<file path="config.mk">
export PLATFORM = sky130hd
export DESIGN_NAME = wb_path_top
export DESIGN_NICKNAME = d
export VERILOG_FILES = /design/src/hw/core_cfg_pkg.sv /design/src/hw/wb_types_pkg.sv /design/src/hw/alu_unit.sv /design/src/hw/cdb_arbiter.sv /design/src/hw/mul_unit.sv /design/src/hw/reorder_buffer.sv /design/src/hw/wb_path_top.sv
export SDC_FILE = /design/constraint.sdc
export NUM_CORES = 1
export LEC_CHECK = 0
export BUFFER_PORTS_ARGS = -buffer_cell sky130_fd_sc_hd__buf_2
export CORE_MARGIN = 4
export CORE_UTILIZATION = 48
export DETAILED_ROUTE_END_ITERATION = 16
export GPL_TIMING_DRIVEN = 1
export PLACE_DENSITY = 0.65
export SLEW_MARGIN = 20
export SYNTH_ARGS = -nofsm -noshare
export SYNTH_HDL_FRONTEND = slang
export SYNTH_SLANG_ARGS = --single-unit
</file>
<file path="constraint.sdc">
create_clock -name clk -period 4.1 [get_ports clk]
set_input_delay 0 -clock clk [delete_from_list [all_inputs] [get_ports clk]]
set_output_delay 0 -clock clk [all_outputs]
set_load 0.1 [all_outputs]
</file>
<file path="src/hw/core_cfg_pkg.sv">
// Write-back path sizes
`default_nettype none

package core_cfg_pkg;

   // ~~~~~~~~~~~~~~~~~~~~~~~~~~~~~~~~~~~~~~~~~~~~~~~~~~~~~~~~~~~~~~~~~~~~~
   // datapath and bookkeeping widths
   // ~~~~~~~~~~~~~~~~~~~~~~~~~~~~~~~~~~~~~~~~~~~~~~~~~~~~~~~~~~~~~~~~~~~~~

   // operands and results are plain integer words.
   localparam int data_w = 32;
   // destination tags name one of 32 architectural registers.
   localparam int tag_w = 5;
   // the reorder buffer holds eight operations in flight.
   localparam int rob_depth = 8;
   localparam int rob_id_w = 3;

   // two functional units share the common data bus.
   // way 0 wins the bus when both units request it.
   localparam int fu_ways = 2;
   localparam int fu_alu = 0;
   localparam int fu_mul = 1;

   // one shift-add step per result bit.
   localparam int mul_steps = 32;

endpackage

`default_nettype wire

</file>
<file path="src/hw/wb_types_pkg.sv">
// Write-back record types
`default_nettype none

package wb_types_pkg;

   // opcodes; op_mul goes to the multiplier and the rest to the ALU.
   typedef enum logic [2:0] {
      op_add,
      op_sub,
      op_and,
      op_xor,
      op_mul
   } op_e;

   // one operation as it arrives on the issue port.
   typedef struct packed {
      op_e                              op;
      logic [core_cfg_pkg::data_w-1:0]  a;
      logic [core_cfg_pkg::data_w-1:0]  b;
      logic [core_cfg_pkg::tag_w-1:0]   tag;
   } issue_t;

   // the issued operation together with its reorder slot.
   typedef struct packed {
      issue_t                           iss;
      logic [core_cfg_pkg::rob_id_w-1:0] rob_id;
   } fu_op_t;

   // a finished result on the common data bus.
   typedef struct packed {
      logic [core_cfg_pkg::data_w-1:0]   data;
      logic [core_cfg_pkg::tag_w-1:0]    tag;
      logic [core_cfg_pkg::rob_id_w-1:0] rob_id;
   } cdb_t;

   // one in-order retirement.
   typedef struct packed {
      logic [core_cfg_pkg::data_w-1:0] data;
      logic [core_cfg_pkg::tag_w-1:0]  tag;
   } retire_t;

endpackage

`default_nettype wire

</file>
<file path="src/hw/alu_unit.sv">
// Single-cycle ALU
`default_nettype none

module alu_unit (
   input  logic                  clk,
   input  logic                  rst_n,
   input  logic                  dispatch,
   input  wb_types_pkg::fu_op_t  fu_op,
   output logic                  busy,
   output logic                  fu_valid,
   input  logic                  fu_ready,
   output wb_types_pkg::cdb_t    fu_result
);

   logic                            take;
   logic [core_cfg_pkg::data_w-1:0] alu_res;
   wb_types_pkg::cdb_t              res_q;

   // the ALU owns every opcode except the multiply.
   assign take = dispatch && (fu_op.iss.op != wb_types_pkg::op_mul);

   // ~~~~~~~~~~~~~~~~~~~~~~~~~~~~~~~~~~~~~~~~~~~~~~~~~~~~~~~~~~~~~~~~~~~~~
   // operation
   // ~~~~~~~~~~~~~~~~~~~~~~~~~~~~~~~~~~~~~~~~~~~~~~~~~~~~~~~~~~~~~~~~~~~~~

   always_comb
   begin
      case (fu_op.iss.op)
         wb_types_pkg::op_add: alu_res = fu_op.iss.a + fu_op.iss.b;
         wb_types_pkg::op_sub: alu_res = fu_op.iss.a - fu_op.iss.b;
         wb_types_pkg::op_and: alu_res = fu_op.iss.a & fu_op.iss.b;
         wb_types_pkg::op_xor: alu_res = fu_op.iss.a ^ fu_op.iss.b;
         // the multiply is never taken here.
         default:              alu_res = '0;
      endcase
   end

   // ~~~~~~~~~~~~~~~~~~~~~~~~~~~~~~~~~~~~~~~~~~~~~~~~~~~~~~~~~~~~~~~~~~~~~
   // result hold register
   // ~~~~~~~~~~~~~~~~~~~~~~~~~~~~~~~~~~~~~~~~~~~~~~~~~~~~~~~~~~~~~~~~~~~~~

   // the payload loads only on a new operation.
   // between loads it holds, so an ungranted result stays on the bus.
   always_ff @(posedge clk)
   begin
      if (take)
      begin
         res_q.data   <= alu_res;
         res_q.tag    <= fu_op.iss.tag;
         res_q.rob_id <= fu_op.rob_id;
      end
   end

   // a new operation wins over the grant of the old one.
   // that lets a granted result be replaced on the same edge.
   always_ff @(posedge clk or negedge rst_n)
   begin
      if (!rst_n)
      begin
         fu_valid <= 1'b0;
      end
      else if (take)
      begin
         fu_valid <= 1'b1;
      end
      else if (fu_ready)
      begin
         fu_valid <= 1'b0;
      end
   end

   assign fu_result = res_q;

   // busy while a result waits for the bus.
   // the buffer then holds back ALU issues so the result is not overwritten.
   assign busy = fu_valid && !fu_ready;

endmodule

`default_nettype wire

</file>
<file path="src/hw/cdb_arbiter.sv">
// Common data bus arbiter
`default_nettype none

module cdb_arbiter (
   input  logic                                            clk,
   input  logic                                            rst_n,
   input  logic [core_cfg_pkg::fu_ways-1:0]                fu_valid,
   input  wb_types_pkg::cdb_t [core_cfg_pkg::fu_ways-1:0]  fu_result,
   output logic [core_cfg_pkg::fu_ways-1:0]                fu_ready,
   output logic                                            cdb_valid,
   output wb_types_pkg::cdb_t                              cdb
);

   // clk and rst_n carry no logic here.
   // they give the bound checker a clock and a reset to sample on.

   logic [core_cfg_pkg::fu_ways-1:0]    grant;
   logic [$bits(wb_types_pkg::cdb_t)-1:0] mux;

   // ~~~~~~~~~~~~~~~~~~~~~~~~~~~~~~~~~~~~~~~~~~~~~~~~~~~~~~~~~~~~~~~~~~~~~
   // fixed priority grant
   // ~~~~~~~~~~~~~~~~~~~~~~~~~~~~~~~~~~~~~~~~~~~~~~~~~~~~~~~~~~~~~~~~~~~~~

   // the lowest requesting way gets the bus.
   // the reorder buffer never refuses a write, so the grant is the ready.
   always_comb
   begin
      logic found;
      found = 1'b0;
      grant = '0;
      for (int i = 0; i < core_cfg_pkg::fu_ways; i++)
      begin
         if (fu_valid[i] && !found)
         begin
            grant[i] = 1'b1;
            found = 1'b1;
         end
      end
   end

   assign fu_ready = grant;

   // ~~~~~~~~~~~~~~~~~~~~~~~~~~~~~~~~~~~~~~~~~~~~~~~~~~~~~~~~~~~~~~~~~~~~~
   // result multiplexer
   // ~~~~~~~~~~~~~~~~~~~~~~~~~~~~~~~~~~~~~~~~~~~~~~~~~~~~~~~~~~~~~~~~~~~~~

   // at most one grant bit is set, so an and-or tree selects the winner.
   always_comb
   begin
      mux = '0;
      for (int i = 0; i < core_cfg_pkg::fu_ways; i++)
      begin
         mux = mux | (fu_result[i] & {$bits(wb_types_pkg::cdb_t){grant[i]}});
      end
   end

   assign cdb = mux;

   // some way is granted whenever any way requests.
   assign cdb_valid = |fu_valid;

endmodule

`default_nettype wire

</file>
<file path="src/hw/mul_unit.sv">
// Iterative shift-add multiplier
`default_nettype none

module mul_unit (
   input  logic                  clk,
   input  logic                  rst_n,
   input  logic                  dispatch,
   input  wb_types_pkg::fu_op_t  fu_op,
   output logic                  busy,
   output logic                  fu_valid,
   input  logic                  fu_ready,
   output wb_types_pkg::cdb_t    fu_result
);

   typedef enum logic [1:0] {
      st_idle,
      st_run,
      st_done
   } mul_state_e;

   mul_state_e                              state;
   logic                                    take;
   logic [$clog2(core_cfg_pkg::mul_steps+1)-1:0] step_cnt;
   logic [core_cfg_pkg::data_w-1:0]         mcand;
   logic [core_cfg_pkg::data_w-1:0]         mplier;
   logic [core_cfg_pkg::data_w-1:0]         acc;
   logic [core_cfg_pkg::tag_w-1:0]          tag_q;
   logic [core_cfg_pkg::rob_id_w-1:0]       id_q;

   assign take = dispatch && (fu_op.iss.op == wb_types_pkg::op_mul);

   // ~~~~~~~~~~~~~~~~~~~~~~~~~~~~~~~~~~~~~~~~~~~~~~~~~~~~~~~~~~~~~~~~~~~~~
   // control
   // ~~~~~~~~~~~~~~~~~~~~~~~~~~~~~~~~~~~~~~~~~~~~~~~~~~~~~~~~~~~~~~~~~~~~~

   // run steps once per cycle until the counter reaches mul_steps.
   // the extra cycle spent on that last check puts the result out
   // mul_steps + 1 cycles after the dispatch edge.
   always_ff @(posedge clk or negedge rst_n)
   begin
      if (!rst_n)
      begin
         state    <= st_idle;
         step_cnt <= '0;
      end
      else
      begin
         case (state)
            st_idle:
            begin
               if (take)
               begin
                  state    <= st_run;
                  step_cnt <= '0;
               end
            end
            st_run:
            begin
               if (step_cnt == core_cfg_pkg::mul_steps)
                  state <= st_done;
               else
                  step_cnt <= step_cnt + 1'b1;
            end
            // a granted result may be followed at once by the next multiply.
            st_done:
            begin
               if (fu_ready && take)
               begin
                  state    <= st_run;
                  step_cnt <= '0;
               end
               else if (fu_ready)
                  state <= st_idle;
            end
            default: state <= st_idle;
         endcase
      end
   end

   // ~~~~~~~~~~~~~~~~~~~~~~~~~~~~~~~~~~~~~~~~~~~~~~~~~~~~~~~~~~~~~~~~~~~~~
   // datapath
   // ~~~~~~~~~~~~~~~~~~~~~~~~~~~~~~~~~~~~~~~~~~~~~~~~~~~~~~~~~~~~~~~~~~~~~

   // each step adds the shifted multiplicand when the low multiplier bit
   // is set; bits above data_w fall off, which truncates the product.
   always_ff @(posedge clk)
   begin
      if (take && (state != st_run))
      begin
         mcand  <= fu_op.iss.a;
         mplier <= fu_op.iss.b;
         acc    <= '0;
         tag_q  <= fu_op.iss.tag;
         id_q   <= fu_op.rob_id;
      end
      else if ((state == st_run) && (step_cnt != core_cfg_pkg::mul_steps))
      begin
         if (mplier[0])
            acc <= acc + mcand;
         mcand  <= mcand << 1;
         mplier <= mplier >> 1;
      end
   end

   assign fu_valid         = (state == st_done);
   assign fu_result.data   = acc;
   assign fu_result.tag    = tag_q;
   assign fu_result.rob_id = id_q;

   // free again once a held result is being granted.
   assign busy = (state == st_run) || ((state == st_done) && !fu_ready);

endmodule

`default_nettype wire

</file>
<file path="src/hw/reorder_buffer.sv">
// Reorder buffer
`default_nettype none

module reorder_buffer (
   input  logic                  clk,
   input  logic                  rst_n,
   input  logic                  issue_valid,
   input  wb_types_pkg::issue_t  issue,
   output logic                  issue_ready,
   input  logic                  alu_busy,
   input  logic                  mul_busy,
   output logic                  dispatch,
   output wb_types_pkg::fu_op_t  fu_op,
   input  logic                  cdb_valid,
   input  wb_types_pkg::cdb_t    cdb,
   output logic                  retire_valid,
   output wb_types_pkg::retire_t retire,
   input  logic                  retire_ready
);

   logic [core_cfg_pkg::rob_id_w-1:0] head;
   logic [core_cfg_pkg::rob_id_w-1:0] tail;
   logic [core_cfg_pkg::rob_id_w:0]   count;
   logic                              started;
   logic                              target_busy;
   logic                              accept;
   logic                              retire_fire;

   // per-slot state; only the complete bits are control.
   logic [core_cfg_pkg::rob_depth-1:0] cpl;
   logic [core_cfg_pkg::tag_w-1:0]     tag_mem  [core_cfg_pkg::rob_depth];
   logic [core_cfg_pkg::data_w-1:0]    data_mem [core_cfg_pkg::rob_depth];

   // ~~~~~~~~~~~~~~~~~~~~~~~~~~~~~~~~~~~~~~~~~~~~~~~~~~~~~~~~~~~~~~~~~~~~~
   // issue and steering
   // ~~~~~~~~~~~~~~~~~~~~~~~~~~~~~~~~~~~~~~~~~~~~~~~~~~~~~~~~~~~~~~~~~~~~~

   // an issue is held off while the unit it would go to still holds a
   // result, or while every slot is taken.
   assign target_busy = (issue.op == wb_types_pkg::op_mul) ? mul_busy : alu_busy;

   assign issue_ready = started &&
                        (count != core_cfg_pkg::rob_depth) &&
                        !target_busy;

   assign accept = issue_valid && issue_ready;

   // both units see the operation; each picks out its own opcodes.
   assign dispatch     = accept;
   assign fu_op.iss    = issue;
   assign fu_op.rob_id = tail;

   // ~~~~~~~~~~~~~~~~~~~~~~~~~~~~~~~~~~~~~~~~~~~~~~~~~~~~~~~~~~~~~~~~~~~~~
   // retire
   // ~~~~~~~~~~~~~~~~~~~~~~~~~~~~~~~~~~~~~~~~~~~~~~~~~~~~~~~~~~~~~~~~~~~~~

   // a free slot never has its complete bit set, so the head bit alone
   // tells whether the oldest operation is done.
   assign retire_valid = cpl[head];
   assign retire.data  = data_mem[head];
   assign retire.tag   = tag_mem[head];
   assign retire_fire  = retire_valid && retire_ready;

   // ~~~~~~~~~~~~~~~~~~~~~~~~~~~~~~~~~~~~~~~~~~~~~~~~~~~~~~~~~~~~~~~~~~~~~
   // pointers and complete bits
   // ~~~~~~~~~~~~~~~~~~~~~~~~~~~~~~~~~~~~~~~~~~~~~~~~~~~~~~~~~~~~~~~~~~~~~

   // the depth is a power of two, so the pointers wrap by overflow.
   // allocation, bus write and retire always touch different slots.
   always_ff @(posedge clk or negedge rst_n)
   begin
      if (!rst_n)
      begin
         head    <= '0;
         tail    <= '0;
         count   <= '0;
         cpl     <= '0;
         started <= 1'b0;
      end
      else
      begin
         started <= 1'b1;
         if (accept)
         begin
            tail      <= tail + 1'b1;
            cpl[tail] <= 1'b0;
         end
         if (cdb_valid)
            cpl[cdb.rob_id] <= 1'b1;
         if (retire_fire)
         begin
            head      <= head + 1'b1;
            cpl[head] <= 1'b0;
         end
         case ({accept, retire_fire})
            2'b10:   count <= count + 1'b1;
            2'b01:   count <= count - 1'b1;
            default: count <= count;
         endcase
      end
   end

   // result payload lands in the slot the bus names.
   always_ff @(posedge clk)
   begin
      if (cdb_valid)
      begin
         data_mem[cdb.rob_id] <= cdb.data;
         tag_mem[cdb.rob_id]  <= cdb.tag;
      end
   end

endmodule

`default_nettype wire

</file>
<file path="src/hw/wb_path_top.sv">
// Write-back path top level
`default_nettype none

module wb_path_top (
   input  logic                  clk,
   input  logic                  rst_n,
   input  logic                  issue_valid,
   input  wb_types_pkg::issue_t  issue,
   output logic                  issue_ready,
   output logic                  retire_valid,
   output wb_types_pkg::retire_t retire,
   input  logic                  retire_ready
);

   logic                                           dispatch;
   wb_types_pkg::fu_op_t                           fu_op;
   logic                                           alu_busy;
   logic                                           mul_busy;
   logic [core_cfg_pkg::fu_ways-1:0]               fu_valid;
   logic [core_cfg_pkg::fu_ways-1:0]               fu_ready;
   wb_types_pkg::cdb_t [core_cfg_pkg::fu_ways-1:0] fu_result;
   logic                                           cdb_valid;
   wb_types_pkg::cdb_t                             cdb;

   // ~~~~~~~~~~~~~~~~~~~~~~~~~~~~~~~~~~~~~~~~~~~~~~~~~~~~~~~~~~~~~~~~~~~~~
   // reorder buffer and functional units
   // ~~~~~~~~~~~~~~~~~~~~~~~~~~~~~~~~~~~~~~~~~~~~~~~~~~~~~~~~~~~~~~~~~~~~~

   reorder_buffer u_rob (
      .clk          (clk),
      .rst_n        (rst_n),
      .issue_valid  (issue_valid),
      .issue        (issue),
      .issue_ready  (issue_ready),
      .alu_busy     (alu_busy),
      .mul_busy     (mul_busy),
      .dispatch     (dispatch),
      .fu_op        (fu_op),
      .cdb_valid    (cdb_valid),
      .cdb          (cdb),
      .retire_valid (retire_valid),
      .retire       (retire),
      .retire_ready (retire_ready)
   );

   // the ALU sits on way 0 and so wins the bus over the multiplier.
   alu_unit u_alu (
      .clk       (clk),
      .rst_n     (rst_n),
      .dispatch  (dispatch),
      .fu_op     (fu_op),
      .busy      (alu_busy),
      .fu_valid  (fu_valid[core_cfg_pkg::fu_alu]),
      .fu_ready  (fu_ready[core_cfg_pkg::fu_alu]),
      .fu_result (fu_result[core_cfg_pkg::fu_alu])
   );

   mul_unit u_mul (
      .clk       (clk),
      .rst_n     (rst_n),
      .dispatch  (dispatch),
      .fu_op     (fu_op),
      .busy      (mul_busy),
      .fu_valid  (fu_valid[core_cfg_pkg::fu_mul]),
      .fu_ready  (fu_ready[core_cfg_pkg::fu_mul]),
      .fu_result (fu_result[core_cfg_pkg::fu_mul])
   );

   cdb_arbiter u_arb (
      .clk       (clk),
      .rst_n     (rst_n),
      .fu_valid  (fu_valid),
      .fu_result (fu_result),
      .fu_ready  (fu_ready),
      .cdb_valid (cdb_valid),
      .cdb       (cdb)
   );

endmodule

`default_nettype wire

</file>
==> metrics, run 1 <==
Synth area leaders edfxtp_1 (53%), mux4_2 (7.3%), ha_1 (5.5%); Port Buf Inserts 114; Final min period 3.758 ns; final setup vio count 0; worst slew pin tran 0.9318 ns; Sink Count 468; Max Clock Freq 266.1 MHz; Core Area 47,950 sq um; Synth top area share 0.5250; Slew Viols, Final 0; WP buf/inv 2; GRT Util Overall 0.2005; Leak 10.20 nW; Post-Synthesis Cells 1,793; CTS root buffer clkbuf_16; Post-synth ARST share 0.05983; DRC 0; Post-synth EDFFs 408; finished layout cell area 26,990 sq um; Slew HR 0.3788; Worst Path Max Fanout 5; Synth Register Bits 468; Crit. End Element flop; Avg Cell Area, Syn 13.01 sq um; worst endpoint data arrival time 4.10 ns; I/O pin cnt 115; First-pass DRT Iterations 5; detailed router's first-iteration violation count 1,396; final WL 52,520 um; Final Cycle Share 0.9167; most frequent cells in the layout edfxtp_1 (408), nand2_1 (274), buf_2 (114); vias in the first global route 15,100; syn_nets 1,974; P per Cell Area 615.4 nW/um^2; via/cell ratio 5.709; mapped cell area 23,330 sq um; Clock Path Buffers 3; fin nets 2,150; CP cell instances dlygate4sd3_1, buf_2, nor4_2, and2_1, nand2_1, or2_2, o21ai_0, xor2_1, ha_1, a21o_1, a21o_1, a211oi_2, o211ai_1, a41o_1, a31oi_2, o211ai_1, nor4_1, a211oi_1; CTS buffer count 47; filler instances 3,847; Avg WL per Cell 20.04 um; Clock Skew 0.02134 ns; Cell Rows 80; Yosys top cell by area edfxtp_1; commonest non-fill, non-tap cell in the layout edfxtp_1; first-pass GRT wire length 84,240 um; final hold vios 0; Die H 228.5 um; CP Launch Type input port; Placed Instance Area 24,660 sq um; Worst VDD drop 0.0005698 V; Initial Utilization 0.4867; CTS tree built; Slowest-stage cell, CP dlygate4sd3_1; Ys Warns 0; Max-Cap Viols 0; CTS clk-pin slew, worst paths 0.07 ns; initial antenna violation count 0; total die area 52,210 sq um; WP data required 4.44 ns; pin count of the biggest net entering global routing 79; antenna cells 0; r2r setup slk 0.89 ns; status complete, no violations; RePlAce Congestion 0.9116; Core Util, Final 0.5629; biggest cell delay along the critical path 0.53 ns; total grt overflow 0; Crit path max-delay family compound AO/OA/AOI/OAI gates; H-tree levels 2; critical path type input port to flop; ys flop type edfxtp_1; post-synthesis sequential area ratio 0.5825; post-synth cell types 86; HP Class input port to flop; layout cell share with drive strength beyond 1 0.1830; Skew-Pair Late Insertion Delay 0.59 ns; post-route ant nets 0; via count 14,960; Layout area overhead 15.65%; dpl hpwl 34,820 um; Die Wd 228.5 um
layer usage:
| layer | vias up | track usage | routed length (um) |
|---|---|---|---|
| li1 | 7147 | - | - |
| met1 | 7379 | 0.2897 | 24520 |
| met2 | 360 | 0.3259 | 24790 |
| met3 | 76 | 0.03066 | 2284 |
| met4 | 0 | 0.04229 | 923 |
| met5 | - | 0 | 0 |
registers in the layout, indices dropped and copies added, names as in the netlist:
name / flops
u_mul.tag_q: 5
u_rob.data_mem: 256
u_mul.mcand: 32
u_mul.state: 2
u_rob.tag_mem: 40
u_rob.cpl: 8
u_rob.tail: 3
u_mul.acc: 32
u_rob.head: 3
u_mul.id_q: 3
u_mul.step_cnt: 6
u_alu.fu_valid: 1
u_rob.started: 1
u_mul.mplier: 32
u_rob.count: 4
u_alu.fu_result: 40
cells by family after synthesis:
group	count (synthesis)	synth area share
AOI/OAI and AO/OA	362	0.1069
xor gates and xnor gates	86	0.03260
adders and majority gates	105	0.05727
buffers and inverters	126	0.02118
DFF	468	0.5825
muxes	144	0.1047
other	1	0.0001607
and+or+nand+nor	501	0.09469
stage by stage:
stage | worst slack (ns) | power [mW] | TNS, ns | hold slack, ns | cells
5_1_grt | -0.01105 | 17.39 | -0.01105 | 0.06966 | 2621
6_report | 0.3416 | 16.61 | 0 | 0.07902 | 2621
3_3_place_gp | 0.2218 | 12.31 | 0 | 0.05455 | 2461
4_1_cts | 0.2656 | 16.76 | 0 | 0.05500 | 2621
2_1_floorplan | 0.5123 | 11.12 | 0 | -0.2956 | 1793
3_5_place_dp | 0.2109 | 12.38 | 0 | 0.06746 | 2461
power by group:
part	switching [mW]	internal [mW]	leakage, nW	total (mW)
sequential	0.244	5.63	4.42	5.88
combinational	4.38	2.03	5.01	6.42
clock	1.79	2.53	0.765	4.31
layout make-up:
type,instances,area (sq um),share of cell area
clock buffers,65,1326,0.04914
clock inverters,21,241.5,0.008948
inverters,36,135.1,0.005007
multi-input cells,1199,9299,0.3446
flip-flops and latches,468,13600,0.5040
well taps,615,769.5,0.02851
repair buffers,217,1614,0.05981
what timing repair did:
item | 4_1_cts | 5_1_grt
setup buffers | 0 | 0
hold endpoints to repair | 115 | 0
hold buffers | 74 | 0
gates resized for setup | 0 | 1
endpoints found under the setup margin | 0 | 1
synth_stat cells, types with 11 or more instances:
master / count
a211oi_1: 35
a21o_1: 31
a21oi_1: 97
a22o_1: 40
buf_1: 11
buf_2: 11
clkbuf_1: 67
dfrtp_1: 28
dfxtp_1: 32
edfxtp_1: 408
ha_1: 102
inv_1: 35
mux2_2: 40
mux2i_1: 28
mux4_2: 76
nand2_1: 275
nand2b_1: 19
nand3_1: 21
nand4_1: 12
nor2_1: 98
nor3_1: 13
o21a_1: 11
o21ai_0: 57
xnor2_1: 53
xor2_1: 32
final timing paths:
kind                                                    from  depth (start not counted)                            end
worst max-delay path                                issue[9]                         18  u_alu.fu_result[39]$_DFFE_PP_
worst min-delay path                               issue[71]                          3  u_alu.fu_result[30]$_DFFE_PP_
worst max register to register  u_mul.mcand[0]$_SDFFCE_PN0P_                         12     u_mul.acc[30]$_SDFFE_PP0P_
worst min register to register    u_mul.acc[31]$_SDFFE_PP0P_                          1     u_mul.acc[31]$_SDFFE_PP0P_
max in group asynchronous                              rst_n                          4      u_rob.head[1]$_DFFE_PN0P_
min in group asynchronous                              rst_n                          4      u_rob.head[0]$_DFFE_PN0P_
worst min-delay path: cells and delay by family:
family	cells	cell delay (ns)
simple gates	1	0.15
buf+inv	2	0.37
Note: power is estimated with default switching activity, not from simulation.
==> run 2: changes to the inputs <==
Settings changed: RECOVER_POWER from default to 50.
==> metrics, run 2 (synthesis results as in run 1) <==
status finished, violations left; violated checks max-capacitance violations, max-slew violations; most flop-heavy register u_rob.data_mem; Die H 228.5 um (unchanged); Slew Viols, Final 128 (+128); Core Util, Final 0.5613 (-0.001592); total grt overflow 0 (unchanged); r2r setup slk 0.49 ns (-0.40 ns); biggest cell delay along the critical path 0.53 ns (about the same); H-tree levels 2 (unchanged); Cell Rows 80 (unchanged); CP cell instances dlygate4sd3_1, clkbuf_1, inv_1, ha_1, and2_1, nand2_1, or2_2, o21ai_0, xor2_1, ha_1, a21o_1, a21o_1, a211oi_2, o211ai_1, a41o_1, a31oi_2, o211ai_1, nor4_1, a211oi_1; post-route ant nets 0 (unchanged); Slowest-stage cell, CP dlygate4sd3_1; Skew-Pair Late Insertion Delay 0.59 ns (about the same); filler instances 3,867 (+0.52%); via count 14,880 (-0.53%); Max Clock Freq 265.7 MHz (-0.15%); Final Cycle Share 0.9180 (+0.001371); max FFs per register 256 (unchanged); first-pass GRT wire length 84,240 um (unchanged); Clock Path Buffers 3 (unchanged); RePlAce Congestion 0.9116 (unchanged); Worst VDD drop 0.0005691 V (-0.13%); Net Sw Frac 0.3860 (about the same); final WL 52,520 um (about the same); Layout area overhead 15.32%; CTS buffer count 47 (unchanged); First-pass DRT Iterations 5 (unchanged); CTS tree built; antenna cells 0 (unchanged); CTS clk-pin slew, worst paths 0.07 ns (about the same); Clock power frac 0.260 (about the same); Crit. End Element flop; vias in the first global route 15,100 (unchanged); Int Pwr 10.18 mW (-0.12%); Final min period 3.764 ns (+0.005621 ns); fin nets 2,150 (unchanged); PnR worst setup slack 0.3360 ns (-0.005621 ns); P per Cell Area 616.3 nW/um^2 (+0.14%); Port Buf Inserts 114 (unchanged); Max-Cap Viols 3 (+3); Hold WS 0.08202 ns (+0.003005 ns); worst endpoint data arrival time 4.10 ns (about the same); initial antenna violation count 0 (unchanged); Sink Count 468 (unchanged); postcts setup bufs 0 (unchanged); final setup vio count 0 (unchanged); Core Area 47,950 sq um (unchanged); via/cell ratio 5.678 (-0.53%); CTS root buffer clkbuf_16; CP Launch Type input port; NetSw 6.402 mW (-0.17%); pre-CTS setup slack 0.2109 ns (unchanged); GRT Util Overall 0.2005 (unchanged); Avg WL per Cell 20.04 um (about the same); Worst Path Max Fanout 5 (unchanged); final hold vios 0 (unchanged); final std cells w/o fill 2,621 (unchanged); commonest non-fill, non-tap cell in the layout edfxtp_1; Sequential Power Share 0.354 (about the same); dpl hpwl 34,820 um (unchanged); setup TNS 0 ns (unchanged); total die area 52,210 sq um (unchanged); HP Class input port to flop; DRC 0 (unchanged); pin count of the biggest net entering global routing 79 (unchanged); critical path type input port to flop; Clock Skew 0.02040 ns (-0.0009317 ns); Initial Utilization 0.4867 (unchanged); most frequent cells in the layout edfxtp_1 (408), nand2_1 (274), buf_2 (104); WP data required 4.43 ns (about the same); I/O pin cnt 115 (unchanged); Slew HR -0.7443 (-1.123); Leak 10.15 nW (-0.46%); worst slew pin tran 2.607 ns (+1.675 ns); Die Wd 228.5 um (unchanged); Combinational Power Share 0.386 (about the same); layout cell share with drive strength beyond 1 0.1745 (-0.008475); detailed router's first-iteration violation count 1,490 (+6.7%); Inst Count DP 2,461 (unchanged)
==> run 2: changes by cell type in the layout (fill, tap and decap cells not counted), moves of 2 or more <==
cell and delta:
buf_4 -4, buf_2 -10, clkbuf_1 +12, nor2_4 -2
buf_12 -2, clkbuf_2 +4
==> run 2: routing by layer <==
layer	global-route usage	routed length [um]
met3	0.03066	2254
met1	0.2897	24620
met5	0	0
met4	0.04229	857
met2	0.3259	24800
==> run 2: final cells by class <==
| class | count | area (sq um) | area share |
|---|---|---|---|
| inverter | 36 | 135.1 | 0.005021 |
| clock inverter | 21 | 241.5 | 0.008973 |
| timing repair buffer | 217 | 1559 | 0.05793 |
| sequential | 468 | 13600 | 0.5053 |
| clock buffer | 65 | 1326 | 0.04928 |
| tap | 615 | 769.5 | 0.02859 |
| multi-input combinational | 1199 | 9281 | 0.3449 |
==> run 2: critical path, delay by kind of cell <==
| family | cells | cell delay [ns] |
|---|---|---|
| compound gates | 9 | 1.79 |
| xor+xnor | 1 | 0.17 |
| fa+ha+maj | 2 | 0.46 |
| simple gates | 4 | 0.85 |
| buf+inv | 3 | 0.81 |
==> run 2: final timing paths <==
path / startpoint / to / depth (start not counted)
min in group asynchronous: rst_n / u_rob.head[0]$_DFFE_PN0P_ / 4
max in group asynchronous: rst_n / u_rob.head[0]$_DFFE_PN0P_ / 4
hold / removal: issue[71] / u_alu.fu_result[30]$_DFFE_PP_ / 3
hold reg to reg: u_mul.acc[31]$_SDFFE_PP0P_ / u_mul.acc[31]$_SDFFE_PP0P_ / 1
setup reg to reg: u_alu.fu_valid$_DFFE_PN0P_ / u_mul.mcand[23]$_DFFE_PP_ / 8
setup / recovery: issue[5] / u_alu.fu_result[39]$_DFFE_PP_ / 19
==> run 2: power groups by stage <==
stage,combinational [mW],clock [mW],sequential (mW)
after floorplan,5.27,0,5.85
after global placement,6.35,0,5.96
after detailed placement,6.40,0,5.97
after CTS,6.48,4.40,5.88
after global routing,6.84,4.63,5.91
final,6.40,4.31,5.88
==> run 2: what timing repair did <==
| item | in CTS | in global routing |
|---|---|---|
| setup endpoints to repair | 0 | 1 |
| resized for setup | 0 | 1 |
| hold endpoints to repair | 115 | 0 |
| hold buffers | 74 | 0 |
==> run 2: per-stage QoR <==
| stage | total power, mW | instance area (sq um) |
|---|---|---|
| after CTS | 16.76 | 26980 |
| after floorplan | 11.12 | 23330 |
| final | 16.58 | 26910 |
| after detailed placement | 12.38 | 24660 |
| after global placement | 12.31 | 24660 |
| after global routing | 17.38 | 26910 |
==> run 3: changes to the inputs <==
Settings changed: PLACE_DENSITY 0.65 to 0.67, SKIP_CTS_REPAIR_TIMING from default to 1.
Clock period 4.1 ns to 3.4 ns, I/O delays scaled along.
==> metrics, run 3 (synthesis results as in run 1) <==
worst r2r src u_mul.acc[0]$_SDFFE_PP0P_; I/O pin cnt 115 (unchanged); Slew Viols, Final 116 (-9.4%); violated checks max-capacitance violations, max-slew violations; final setup vio count 0 (unchanged); wl on met1 24,300 um (-1.3%); Worst VDD drop 0.0005361 V (-5.8%); Inst Count DP 2,537 (+3.1%); WP data required 3.71 ns (-0.72 ns); final hold vios 0 (unchanged); Crit. End Element flop; Cell Rows 80 (unchanged); max FFs per register 256 (unchanged); GRT Util Overall 0.1983 (-0.002243); Die Wd 228.5 um (unchanged); Core Area 47,950 sq um (unchanged); layout cell share with drive strength beyond 1 0.2051 (+0.03061); fin nets 2,225 (+3.5%); initial antenna violation count 0 (unchanged); CTS clk-pin slew, worst paths 0.06 ns (about the same); unrepaired setup endpoints after global routing no; Final min period 3.148 ns; Die H 228.5 um (unchanged); via/cell ratio 5.624 (-0.95%); Initial Utilization 0.4867 (unchanged); Hold Path Origin issue[5]; Layout area overhead 18.12%; Final Cycle Share 0.9259; P per Cell Area 735.6 nW/um^2 (+19%); H-tree levels 2 (unchanged); Reg area 13,600 sq um (unchanged); First-pass DRT Iterations 5 (unchanged); met2 wire len 25,170 um (+1.5%); Max-Cap Viols 3 (unchanged); dpl hpwl 34,460 um (-1.0%); Clock Skew 0.01574 ns (-0.004665 ns); area of the multi-input gates 9286 sq um (about the same); status finished, violations left; Sink Count 468 (unchanged); total grt overflow 0 (unchanged); Port Buf Inserts 114 (unchanged); final std cells w/o fill 2,699 (+3.0%); Worst Path Max Fanout 6 (+1); RePlAce Congestion 0.9374 (+2.8%); worst slew pin tran 1.971 ns (-0.6357 ns); CTS root buffer clkbuf_16; critical path type input port to flop; CP startpoint issue[16]; top routing layer used met4; Skew-Pair Late Insertion Delay 0.59 ns (about the same); Max Clock Freq 317.6 MHz; detailed router's first-iteration violation count 1,239 (-17%); Leak 10.55 nW (+3.9%); first-pass GRT wire length 83,460 um (-0.93%); most frequent cells in the layout edfxtp_1 (408), nand2_1 (275), buf_2 (107); metal3 WL 2570 um (+14%); final WL 53,360 um (+1.6%); Pwr Total 20.28 mW (+22%); commonest non-fill, non-tap cell in the layout edfxtp_1; HP Class input port to flop; CP Launch Type input port; post-route ant nets 0 (unchanged); worst endpoint data arrival time 3.46 ns (-0.64 ns); CTS tree built; pin count of the biggest net entering global routing 93 (+18%); Slew HR -0.3189 (+0.4254); total die area 52,210 sq um (unchanged); most flop-heavy register u_rob.data_mem; CTS buffer count 48 (+2.1%); via count 15,180 (+2.0%); DRC 0 (unchanged); Clock Path Buffers 3 (unchanged); filler instances 3,817 (-1.3%); vias in the first global route 15,260 (+1.0%); Avg WL per Cell 19.77 um (-1.3%)
[run 3: report_power, final]
group | total, mW | internal [mW] | switching (mW)
sequential | 7.05 | 6.79 | 0.260
clock | 5.33 | 3.17 | 2.16
combinational | 7.89 | 2.55 | 5.34
[run 3: path summary, 6_finish.rpt]
path	cells past startpoint	slack (ns)	to
max	17	0.25	u_alu.fu_result[37]$_DFFE_PP_
max in group asynchronous	2	1.96	u_rob.head[0]$_DFFE_PN0P_
min in group asynchronous	2	0.34	u_rob.count[1]$_DFFE_PN0P_
max reg2reg	12	0.26	u_mul.acc[30]$_SDFFE_PP0P_
min reg2reg	2	0.47	u_mul.acc[16]$_SDFFE_PP0P_
min	4	0.02	u_alu.fu_result[8]$_DFFE_PP_
[run 3: critical path: stages]
cell and delay (ns):
buf_2 0.11, dlygate4sd3_1 0.54, buf_4 0.17, or3_1 0.33, o21ai_1 0.15, xor2_1 0.16, ha_1 0.26, a21o_1 0.18
a21o_1 0.18, a211oi_2 0.21, o211ai_1 0.16, a41o_1 0.30, a31oi_2 0.23, buf_4 0.15, o21ai_0 0.10, xnor2_1 0.14
a21oi_1 0.09
[run 3: cell type report]
cell class / count / share of cell area
antenna: 2 / 0.0001816
clock buffer: 64 / 0.04725
clock inverter: 24 / 0.01112
inverter: 36 / 0.004902
multi-input combinational: 1199 / 0.3369
sequential: 468 / 0.4933
tap: 615 / 0.02792
timing repair buffer: 291 / 0.07839
[run 3: per-stage QoR]
step	util	instance area, sq um	hold WS [ns]	TNS, ns	setup slack (ns)
6_report	0.5749	27560	0.02222	0	0.2518
5_1_grt	0.5748	27560	0.01335	0	0.009522
4_1_cts	0.5610	26900	-0.5737	0	0.1679
3_5_place_dp	0.5274	25290	0.05320	-2.846	-0.3224
3_3_place_gp	0.5274	25290	0.05106	-1.211	-0.2247
2_1_floorplan	-	23340	-0.2956	0	0.01314
[run 3: routing by layer]
layer | up-vias | GRT usage
met4 | 0 | 0.05243
li1 | 7315 | -
met5 | - | 0
met3 | 91 | 0.03390
met1 | 7389 | 0.2828
met2 | 385 | 0.3185
